--- src/source/icache_config.svh ---
`ifndef ICACHE_CONFIG_SVH
`define ICACHE_CONFIG_SVH

// fetch address split into tag, index and byte offset
`define ICACHE_ADDR_SIZE 16
`define ICACHE_OFFSET_SIZE 3
`define ICACHE_INDEX_SIZE 5
`define ICACHE_TAG_SIZE 8

// 32 sets of two ways
`define ICACHE_SET_NUM (1 << `ICACHE_INDEX_SIZE)
`define ICACHE_WAY 2

// one fetch block
`define ICACHE_BLOCK_SIZE 64

// response tag from memory, zero means refused or no data
`define ICACHE_MEM_TAG_SIZE 4

// blocks the prefetcher may run ahead of the demand block
`define ICACHE_PREFETCH_DEPTH 4

`endif

--- src/source/icache_pkg.sv ---
`default_nettype none
`include "icache_config.svh"

package icache_pkg;

	// address as seen by the array lookup
	typedef struct packed {
		logic [`ICACHE_TAG_SIZE-1:0]    tag;
		logic [`ICACHE_INDEX_SIZE-1:0]  index;
		logic [`ICACHE_OFFSET_SIZE-1:0] offset;
	} addr_fields_t;

	// raw word for pointer arithmetic, fields for lookup
	typedef union packed {
		logic [`ICACHE_ADDR_SIZE-1:0] raw;
		addr_fields_t                 fields;
	} icache_addr_u;

	typedef enum logic [1:0] {
		NONE = 2'd0,
		LOAD = 2'd1
	} mem_command_e;

	// address is always block aligned
	typedef struct packed {
		mem_command_e                 command;
		logic [`ICACHE_ADDR_SIZE-1:0] addr;
	} mem_request_t;

	// response answers this cycle's request, tag marks returning data
	typedef struct packed {
		logic [`ICACHE_MEM_TAG_SIZE-1:0] response;
		logic [`ICACHE_MEM_TAG_SIZE-1:0] tag;
		logic [`ICACHE_BLOCK_SIZE-1:0]   data;
	} mem_reply_t;

	typedef struct packed {
		logic [`ICACHE_TAG_SIZE-1:0]   tag;
		logic [`ICACHE_INDEX_SIZE-1:0] index;
		logic                          enable;
	} cache_lookup_t;

endpackage

`default_nettype wire

--- src/source/icache_controller.sv ---
`timescale 1ns/100ps
`default_nettype none
`include "icache_config.svh"

module icache_controller (
	input wire logic                     clock,
	input wire logic                     reset,
	input wire logic                     fetch_enable,
	input wire icache_pkg::icache_addr_u fetch_pc,
	input wire logic                     demand_hit,
	input wire logic                     prefetch_hit,
	input wire logic                     load_in_flight,
	input wire logic                     victim_busy,
	input wire icache_pkg::mem_reply_t   mem_reply,
	output icache_pkg::cache_lookup_t    demand_lookup,
	output icache_pkg::cache_lookup_t    prefetch_lookup,
	output icache_pkg::cache_lookup_t    load_lookup,
	output icache_pkg::mem_request_t     mem_request
);

	localparam int BLOCK_BITS = `ICACHE_ADDR_SIZE - `ICACHE_OFFSET_SIZE;
	localparam logic [`ICACHE_ADDR_SIZE-1:0] BLOCK_STEP = 1 << `ICACHE_OFFSET_SIZE;
	localparam logic [BLOCK_BITS-1:0] DEPTH = BLOCK_BITS'(`ICACHE_PREFETCH_DEPTH);

	icache_pkg::icache_addr_u     demand_block;
	icache_pkg::icache_addr_u     pref_addr;
	icache_pkg::icache_addr_u     target_addr;
	icache_pkg::icache_addr_u     held_addr;
	icache_pkg::icache_addr_u     load_addr;
	logic                         pref_valid;
	logic [`ICACHE_ADDR_SIZE-1:0] distance_raw;
	logic [BLOCK_BITS-1:0]        distance;
	logic                         in_window;
	logic                         target_valid;
	logic                         held_valid;
	logic                         load_ready;
	logic                         issue;
	logic                         load_accept;
	logic                         prefetch_accept;

	// demand address with the byte offset dropped
	always_comb
	begin
		demand_block = fetch_pc;
		demand_block.fields.offset = '0;
	end

	assign demand_lookup.tag = demand_block.fields.tag;
	assign demand_lookup.index = demand_block.fields.index;
	assign demand_lookup.enable = fetch_enable;

	// how many blocks the pointer runs ahead of the demand block
	assign distance_raw = pref_addr.raw - demand_block.raw;
	assign distance = distance_raw[`ICACHE_ADDR_SIZE-1:`ICACHE_OFFSET_SIZE];
	assign in_window = pref_valid && distance != '0 && distance <= DEPTH;

	assign prefetch_lookup.tag = pref_addr.fields.tag;
	assign prefetch_lookup.index = pref_addr.fields.index;
	assign prefetch_lookup.enable = fetch_enable && in_window;

	// demand miss wins over prefetch miss
	always_comb
	begin
		target_valid = 1'b0;
		target_addr = demand_block;
		if (demand_lookup.enable && !demand_hit)
		begin
			target_valid = 1'b1;
		end
		else if (prefetch_lookup.enable && !prefetch_hit)
		begin
			target_valid = 1'b1;
			target_addr = pref_addr;
		end
	end

	// a refused load is replayed unchanged
	assign load_addr = held_valid ? held_addr : target_addr;
	assign issue = load_ready
		&& (held_valid || (target_valid && !load_in_flight && !victim_busy));
	assign load_accept = issue && mem_reply.response != '0;
	assign prefetch_accept = load_accept && load_addr.raw == pref_addr.raw;

	assign load_lookup.tag = load_addr.fields.tag;
	assign load_lookup.index = load_addr.fields.index;
	assign load_lookup.enable = issue;

	assign mem_request.command = issue ? icache_pkg::LOAD : icache_pkg::NONE;
	assign mem_request.addr = load_addr.raw;

	// holds off loads for the first cycle out of reset
	always_ff @(posedge clock)
	begin
		if (reset)
		begin
			load_ready <= 1'b0;
		end
		else
		begin
			load_ready <= 1'b1;
		end
	end

	always_ff @(posedge clock)
	begin
		if (reset)
		begin
			held_valid <= 1'b0;
		end
		else
		begin
			held_valid <= issue && mem_reply.response == '0;
		end
	end

	always_ff @(posedge clock)
	begin
		if (issue && mem_reply.response == '0)
		begin
			held_addr <= load_addr;
		end
	end

	// prefetch pointer, restarts when the demand leaves the window
	always_ff @(posedge clock)
	begin
		if (reset)
		begin
			pref_valid <= 1'b0;
			pref_addr <= '0;
		end
		else if (fetch_enable && !in_window)
		begin
			pref_valid <= 1'b1;
			pref_addr.raw <= demand_block.raw + BLOCK_STEP;
		end
		else if (prefetch_lookup.enable && (prefetch_hit || prefetch_accept)
			&& distance < DEPTH)
		begin
			pref_addr.raw <= pref_addr.raw + BLOCK_STEP;
		end
	end

endmodule

`default_nettype wire

--- config.mk ---
export PLATFORM = sky130hd
export DESIGN_NAME = icache_controller
export DESIGN_NICKNAME = d
export VERILOG_FILES = /design/src/source/icache_pkg.sv /design/src/source/icache_controller.sv
export VERILOG_INCLUDE_DIRS = /design/src /design/src/source
export SDC_FILE = /design/constraint.sdc
export NUM_CORES = 1
export LEC_CHECK = 0
export BUFFER_PORTS_ARGS = -buffer_cell sky130_fd_sc_hd__buf_2
export CAP_MARGIN = 20
export CORE_ASPECT_RATIO = 1.4
export CORE_MARGIN = 10
export CORE_UTILIZATION = 40
export DETAILED_ROUTE_END_ITERATION = 8
export PLACE_DENSITY = 0.73
export SYNTH_ARGS = -nofsm -noshare
export SYNTH_HDL_FRONTEND = slang
export SYNTH_SLANG_ARGS = --single-unit
--- constraint.sdc ---
create_clock -name clock -period 9.96 [get_ports clock]
set_input_delay 1.992 -clock clock [delete_from_list [all_inputs] [get_ports clock]]
set_output_delay 1.992 -clock clock [all_outputs]
set_load 0.05 [all_outputs]
==> results.py, run 1 <==
metrics = {
    "routing": {
        "viasPerCell": 5.64,
        "post-route-drc-count": 0,
        "drtPass1Iterations": 6,
        "ant_nets": 0,
        "drt-initial-drc-count": 289,
        "wire_per_inst_um": 16.9,
        "routed_wl_um": 8990,
        "vias": 3006,
    },
    "critical_path": {
        "critPathTopFamily": "simple AND/OR/NAND/NOR gates",
        "slowest_delay_ps": 570,
        "end_kind": "primary output",
        "critPathRequiredTime_ps": 7970,
        "path_class": "primary input to primary output",
        "r2r-start": "pref_addr[9]",
        "worstPathCellList": "buf_2, inv_1, ha_1, nor2b_4, o211ai_2, nand4_1, a32o_1, or4_4, or4_1, or2_1, mux2i_1, o21ai_0, buf_2",
        "critPathMaxFanout": 16,
        "critPathLaunch": "fetch_pc[4]",
        "worst_ep_arrival_time_ps": 5830,
        "critical_path.slowest_cell": "or4_1",
        "cpMostUsedCell": "buf_2",
        "cp_num_buf_inv": 3,
        "crit_path_start_kind": "primary input",
    },
    "logic_synthesis": {
        "ys_async_sr_fraction_pct": 0,
        "ys_ff_latch": 32,
        "ys.flop_type": "edfxtp_1",
        "synthDistinctLibCells": 58,
        "netlist_instances": 389,
        "synth_top_area_cell": "edfxtp_1",
        "syn_nets": 497,
        "synth_top_area_share_pct": 15.3,
        "yosysWarnings": 0,
        "ys_top_cells_by_area": "edfxtp_1, dfxtp_1, buf_4",
        "ys_seq_area_share_pct": 25.5,
        "syn_avg_cell_area_um2": 8.08,
        "synth_edf_count": 16,
        "netlist_area_um2": 3140,
    },
    "timing": {
        "fin_crit_sh_pct": 78.5,
        "hold_slack_ps": 486,
        "max_freq_mhz": 128,
        "finalHoldViolations": 0,
        "tns_ps": 0,
        "finalSetupViolations": 0,
        "timing.final.max_slew_violations": 0,
        "worst_pin_slew_ps": 931,
        "rsz0062_at_grt": "false",
        "slew-limit-headroom_pct": 37.6,
        "fin_crit_ps": 7820,
        "fin_skew_ps": 9.33,
    },
    "finish": {
        "nets": 540,
        "drive_gt1_share_pct": 25.2,
        "diodes": 0,
        "final_common_cell": "buf_2",
        "syn2layout_area_growth_pct": 10.4,
        "mostFrequentLayoutCells": "buf_2, nand2_1, a21oi_1, nor2_1, mux2i_1",
    },
    "placed_design": {
        "gp_congestion": 0.883,
        "portBuffers": 82,
        "hpwlAfterDp_um": 7120,
    },
    "die": {
        "core_area_um2": 7700,
        "die-area_um2": 11900,
        "chipWidth_um": 94.9,
        "die_h_um": 125,
        "row_count": 38,
        "initial_utilization_pct": 40.8,
        "ios": 155,
    },
    "global_route": {
        "grt_pass1_wl_um": 14300,
        "grt_max_degree": 43,
        "grt_util_all_layers_pct": 14.8,
        "overflow": 0,
        "first_global_vias": 3016,
        "antenna_found_initial": 0,
    },
    "clock_network": {
        "ctsResizeCount": 0,
        "htreeDepth": 2,
        "cts_buffers": 5,
        "cts_root_buffer": "clkbuf_8",
        "post_cts_buffers": 0,
        "clk_pin_slew_ps": 70,
        "cts_tree": "built",
        "clock_latency_ps": 290,
        "cts_buffer_depth": 2,
        "cts_hold_buffers": 0,
        "cts_num_sinks": 32,
    },
    "hold_path": {
        "min-delay-start": "pref_valid",
        "hold_path.class": "flip-flop to flip-flop",
    },
    "flow_run": {
        "maxCapViolCount": 0,
    },
    "power_and_ir_drop": {
        "totalPowerFinal_w": 0.000408,
        "p_leak_nw": 1.50,
        "vdd_drop_max_uv": 84.6,
        "pwr_density_cell_nw_per_um2": 118,
    },
    "status": {
        "status": "complete, no violations",
    },
}
==> worst reg2reg max path: stages (launching register included) <==
cell	delay (ps)
dfxtp_1	560
ha_1	370
a21oi_1	250
o211ai_1	160
a21oi_1	180
nor2_1	70
or4_4	580
o41ai_4	590
mux2_2	420
ha_1	290
and3_1	220
and3_1	200
nand3_1	170
nor2_1	60
mux2i_1	210
or4_1	140
o311ai_1	100
a311o_1	350
==> metrics by stage <==
stage	utilization [%]	cell area (um^2)	setup WS [ps]	instances
after floorplan	-	3140	1700	389
after global placement	44.0	3390	2200	525
after detailed placement	44.0	3390	2150	525
after CTS	45.0	3470	2140	533
after global routing	45.0	3470	1940	533
final	45.0	3470	2140	533
==> synth_stat cells, types with 5 or more instances <==
library cell and count:
o21ai_1 7, inv_1 21, nand2_1 31, a31oi_1 5
o21ai_0 19, or4_1 6, xnor2_1 19, nor2_1 25
nor4_1 10, nand3_1 16, edfxtp_1 16, a21oi_1 25
xor2_1 14, clkbuf_1 12, dfxtp_1 16, nor3_1 7
buf_4 31, and2_1 7, mux2i_1 23, ha_1 13
a211oi_1 7
==> routing by layer <==
layer	vias up	GRT usage, %	wire (um)
met1	1403	15.6	3540
met4	0	8.13	256
met2	129	26.2	4740
met5	-	0	0
li1	1454	-	-
met3	20	3.08	455
==> where the power goes <==
group / internal (W) / total (W) / switching [W] / leakage, nW
registers: 0.000143 / 0.000154 / 0.0000114 / 0.283
logic: 0.0000474 / 0.000156 / 0.000109 / 1.17
clock network: 0.0000474 / 0.0000978 / 0.0000504 / 0.0453
==> final cells by class <==
class	instances	area, um^2
multi-input cells	287	1950
clock buffers	5	68.8
fillers	783	4230
flip-flops and latches	32	801
well taps	100	125
repair buffers	85	433
inverters	21	78.8
clock inverters	3	13.8
==> registers in the layout, indices dropped and copies added (netlist names) <==
signal      count
held_addr      16
held_valid      1
load_ready      1
pref_addr      13
pref_valid      1
==> path summary, 6_finish.rpt <==
check / endpoint / slack (ps) / cells past startpoint
worst max-delay path: load_lookup[3] / 2140 / 13
worst min-delay path: pref_valid / 490 / 2
worst max register to register: pref_addr[15] / 4950 / 17
worst min register to register: pref_valid / 490 / 2
==> logic make-up (layout without fill, tap and decap cells) <==
family,count (synthesis),in the layout,share of synthesized area [%]
flip-flops,32,32,25.5
AO/OA/AOI/OAI,87,87,18.2
buffers and inverters,70,114,12.7
multiplexers,25,25,8.04
AND/OR/NAND/NOR,128,128,21.2
adder cells (fa/ha/maj),13,13,5.18
other,1,1,0.119
XOR/XNOR,33,33,9.20
Note: power is estimated with default switching activity, not from simulation.
==> inputs of run 2 (changes only) <==
--- a/config.mk
+++ b/config.mk
@@ -12,7 +12,7 @@
 export CORE_MARGIN = 10
 export CORE_UTILIZATION = 40
 export DETAILED_ROUTE_END_ITERATION = 8
-export PLACE_DENSITY = 0.73
+export PLACE_DENSITY = 0.76
 export SYNTH_ARGS = -nofsm -noshare
 export SYNTH_HDL_FRONTEND = slang
 export SYNTH_SLANG_ARGS = --single-unit
==> constraint.sdc (replaced) <==
create_clock -name clock -period 6.6 [get_ports clock]
set_input_delay 1.32 -clock clock [delete_from_list [all_inputs] [get_ports clock]]
set_output_delay 1.32 -clock clock [all_outputs]
set_load 0.05 [all_outputs]
==> run 2 against run 1 <==
Against the previous run:
- core utilization is 0.67 points higher
- clock power is 44% higher
- first-iteration DRC count is 2.4% lower
- worst setup slack worse by 1900 ps
- critical endpoint is now mem_request[10]
==> results.py, run 2 (synthesis results as in run 1) <==
metrics = {
    "timing": {
        "fin_skew_ps": 8.95,
        "worst_pin_slew_ps": 911,
        "fin_crit_ps": 6320,
        "fin_crit_sh_pct": 95.7,
        "timing.final.max_slew_violations": 0,
        "slew-limit-headroom_pct": 39.0,
        "max_freq_mhz": 158,
        "rsz0062_at_grt": "false",
        "finalHoldViolations": 0,
        "finalSetupViolations": 0,
        "tns_ps": 0,
    },
    "clock_network": {
        "clk_pin_slew_ps": 70,
        "cts_num_sinks": 32,
        "htreeDepth": 2,
        "cts_buffers": 5,
        "cts_root_buffer": "clkbuf_8",
        "cts_buffer_depth": 2,
        "cts_hold_buffers": 0,
        "ctsResizeCount": 0,
        "clock_latency_ps": 290,
        "post_cts_buffers": 0,
        "cts_tree": "built",
    },
    "flow_run": {
        "maxCapViolCount": 0,
    },
    "routing": {
        "viasPerCell": 5.62,
        "wire_per_inst_um": 16.7,
        "drt-initial-drc-count": 282,
        "vias": 3017,
        "post-route-drc-count": 0,
        "routed_wl_um": 8990,
        "drtPass1Iterations": 7,
        "ant_nets": 0,
    },
    "power_and_ir_drop": {
        "p_leak_nw": 1.52,
        "combPwrFrac_pct": 38.9,
        "power.internal_w": 0.000358,
        "vdd_drop_max_uv": 142,
        "seqPwrFrac_pct": 38.0,
        "pwr_density_cell_nw_per_um2": 174,
        "swShare_pct": 41.4,
        "p_clk_share_pct": 23.1,
        "power.switching_w": 0.000253,
    },
    "critical_path": {
        "worst_ep_arrival_time_ps": 5000,
        "critPathRequiredTime_ps": 5280,
        "end_kind": "primary output",
        "path_class": "primary input to primary output",
        "crit_path_start_kind": "primary input",
        "r2r_slack_ps": 1610,
        "critPathMaxFanout": 12,
    },
    "finish": {
        "seqCellArea_um2": 801,
        "drive_gt1_share_pct": 26.1,
        "nFillCells": 780,
        "largestRegisters": "held_addr: 16 flops, pref_addr: 13 flops",
        "syn2layout_area_growth_pct": 12.0,
        "final_cell_area_um2": 3520,
        "mostFrequentLayoutCells": "buf_2, nand2_1, nor2_1, a21oi_1, mux2i_1",
        "multiInputGateArea_um2": 1960,
        "top_register": "held_addr",
        "largest_reg_flops": 16,
        "diodes": 0,
        "nets": 545,
        "final_common_cell": "buf_2",
        "fin_util_pct": 45.7,
    },
    "die": {
        "die-area_um2": 11900,
        "row_count": 38,
        "initial_utilization_pct": 40.8,
        "chipWidth_um": 94.9,
        "core_area_um2": 7700,
        "die_h_um": 125,
        "ios": 155,
    },
    "global_route": {
        "grt_max_degree": 31,
        "grt_pass1_wl_um": 14700,
        "grt_util_all_layers_pct": 15.2,
        "antenna_found_initial": 0,
        "overflow": 0,
        "first_global_vias": 3135,
    },
    "placed_design": {
        "placed_area_um2": 3440,
        "hpwlAfterDp_um": 7300,
        "portBuffers": 82,
        "gp_congestion": 0.888,
    },
    "hold_path": {
        "hold_path.class": "flip-flop to flip-flop",
    },
    "status": {
        "status": "complete, no violations",
    },
}
==> run 2: final timing paths <==
path,startpoint,endpoint,depth (start not counted)
hold / removal,pref_valid,pref_valid,2
setup / recovery,fetch_pc[4],mem_request[10],14
setup reg to reg,pref_addr[4],pref_addr[15],18
hold reg to reg,pref_valid,pref_valid,2
==> run 2: critical path: stages <==
cell and delay (ps):
buf_2 130, inv_1 60, ha_1 340, nor2b_4 160, o211ai_2 240, a21oi_1 140
a32o_1 240, or4_4 560, or4_1 560, or2_1 390, buf_12 210, mux2i_1 130
o21ai_1 210, buf_2 300
==> run 2: final cells by class <==
class	count	share of cell area [%]
Clock buffer	5	1.95
Clock inverter	2	0.213
Inverter	21	2.24
Multi-Input combinational cell	287	55.6
Sequential cell	32	22.7
Tap cell	100	3.55
Timing Repair Buffer	90	13.7
==> run 2: layer usage <==
| layer | GRT usage (%) | share of wire [%] | up-vias |
|---|---|---|---|
| li1 | - | - | 1471 |
| met1 | 16.1 | 40 | 1389 |
| met2 | 25.6 | 50 | 123 |
| met3 | 2.83 | 4.7 | 34 |
| met4 | 10.9 | 5.3 | 0 |
| met5 | 0 | 0 | - |
==> run 2: through the flow <==
stage          worst slack, ps  total power, W  std cells  hold slack [ps]
4_1_cts                    281        0.000614        537              502
2_1_floorplan             20.1        0.000424        389              438
6_report                   284        0.000612        537              496
3_3_place_gp               385        0.000468        530              455
3_5_place_dp               300        0.000473        530              486
5_1_grt                   71.0        0.000644        537              527
==> run 2: power groups by stage <==
stage	sequential (W)	combinational [W]	clock [W]
6_report	0.000232	0.000238	0.000141
5_1_grt	0.000234	0.000256	0.000153
4_1_cts	0.000232	0.000237	0.000145
3_5_place_dp	0.000236	0.000236	0
3_3_place_gp	0.000236	0.000232	0
2_1_floorplan	0.000251	0.000173	0
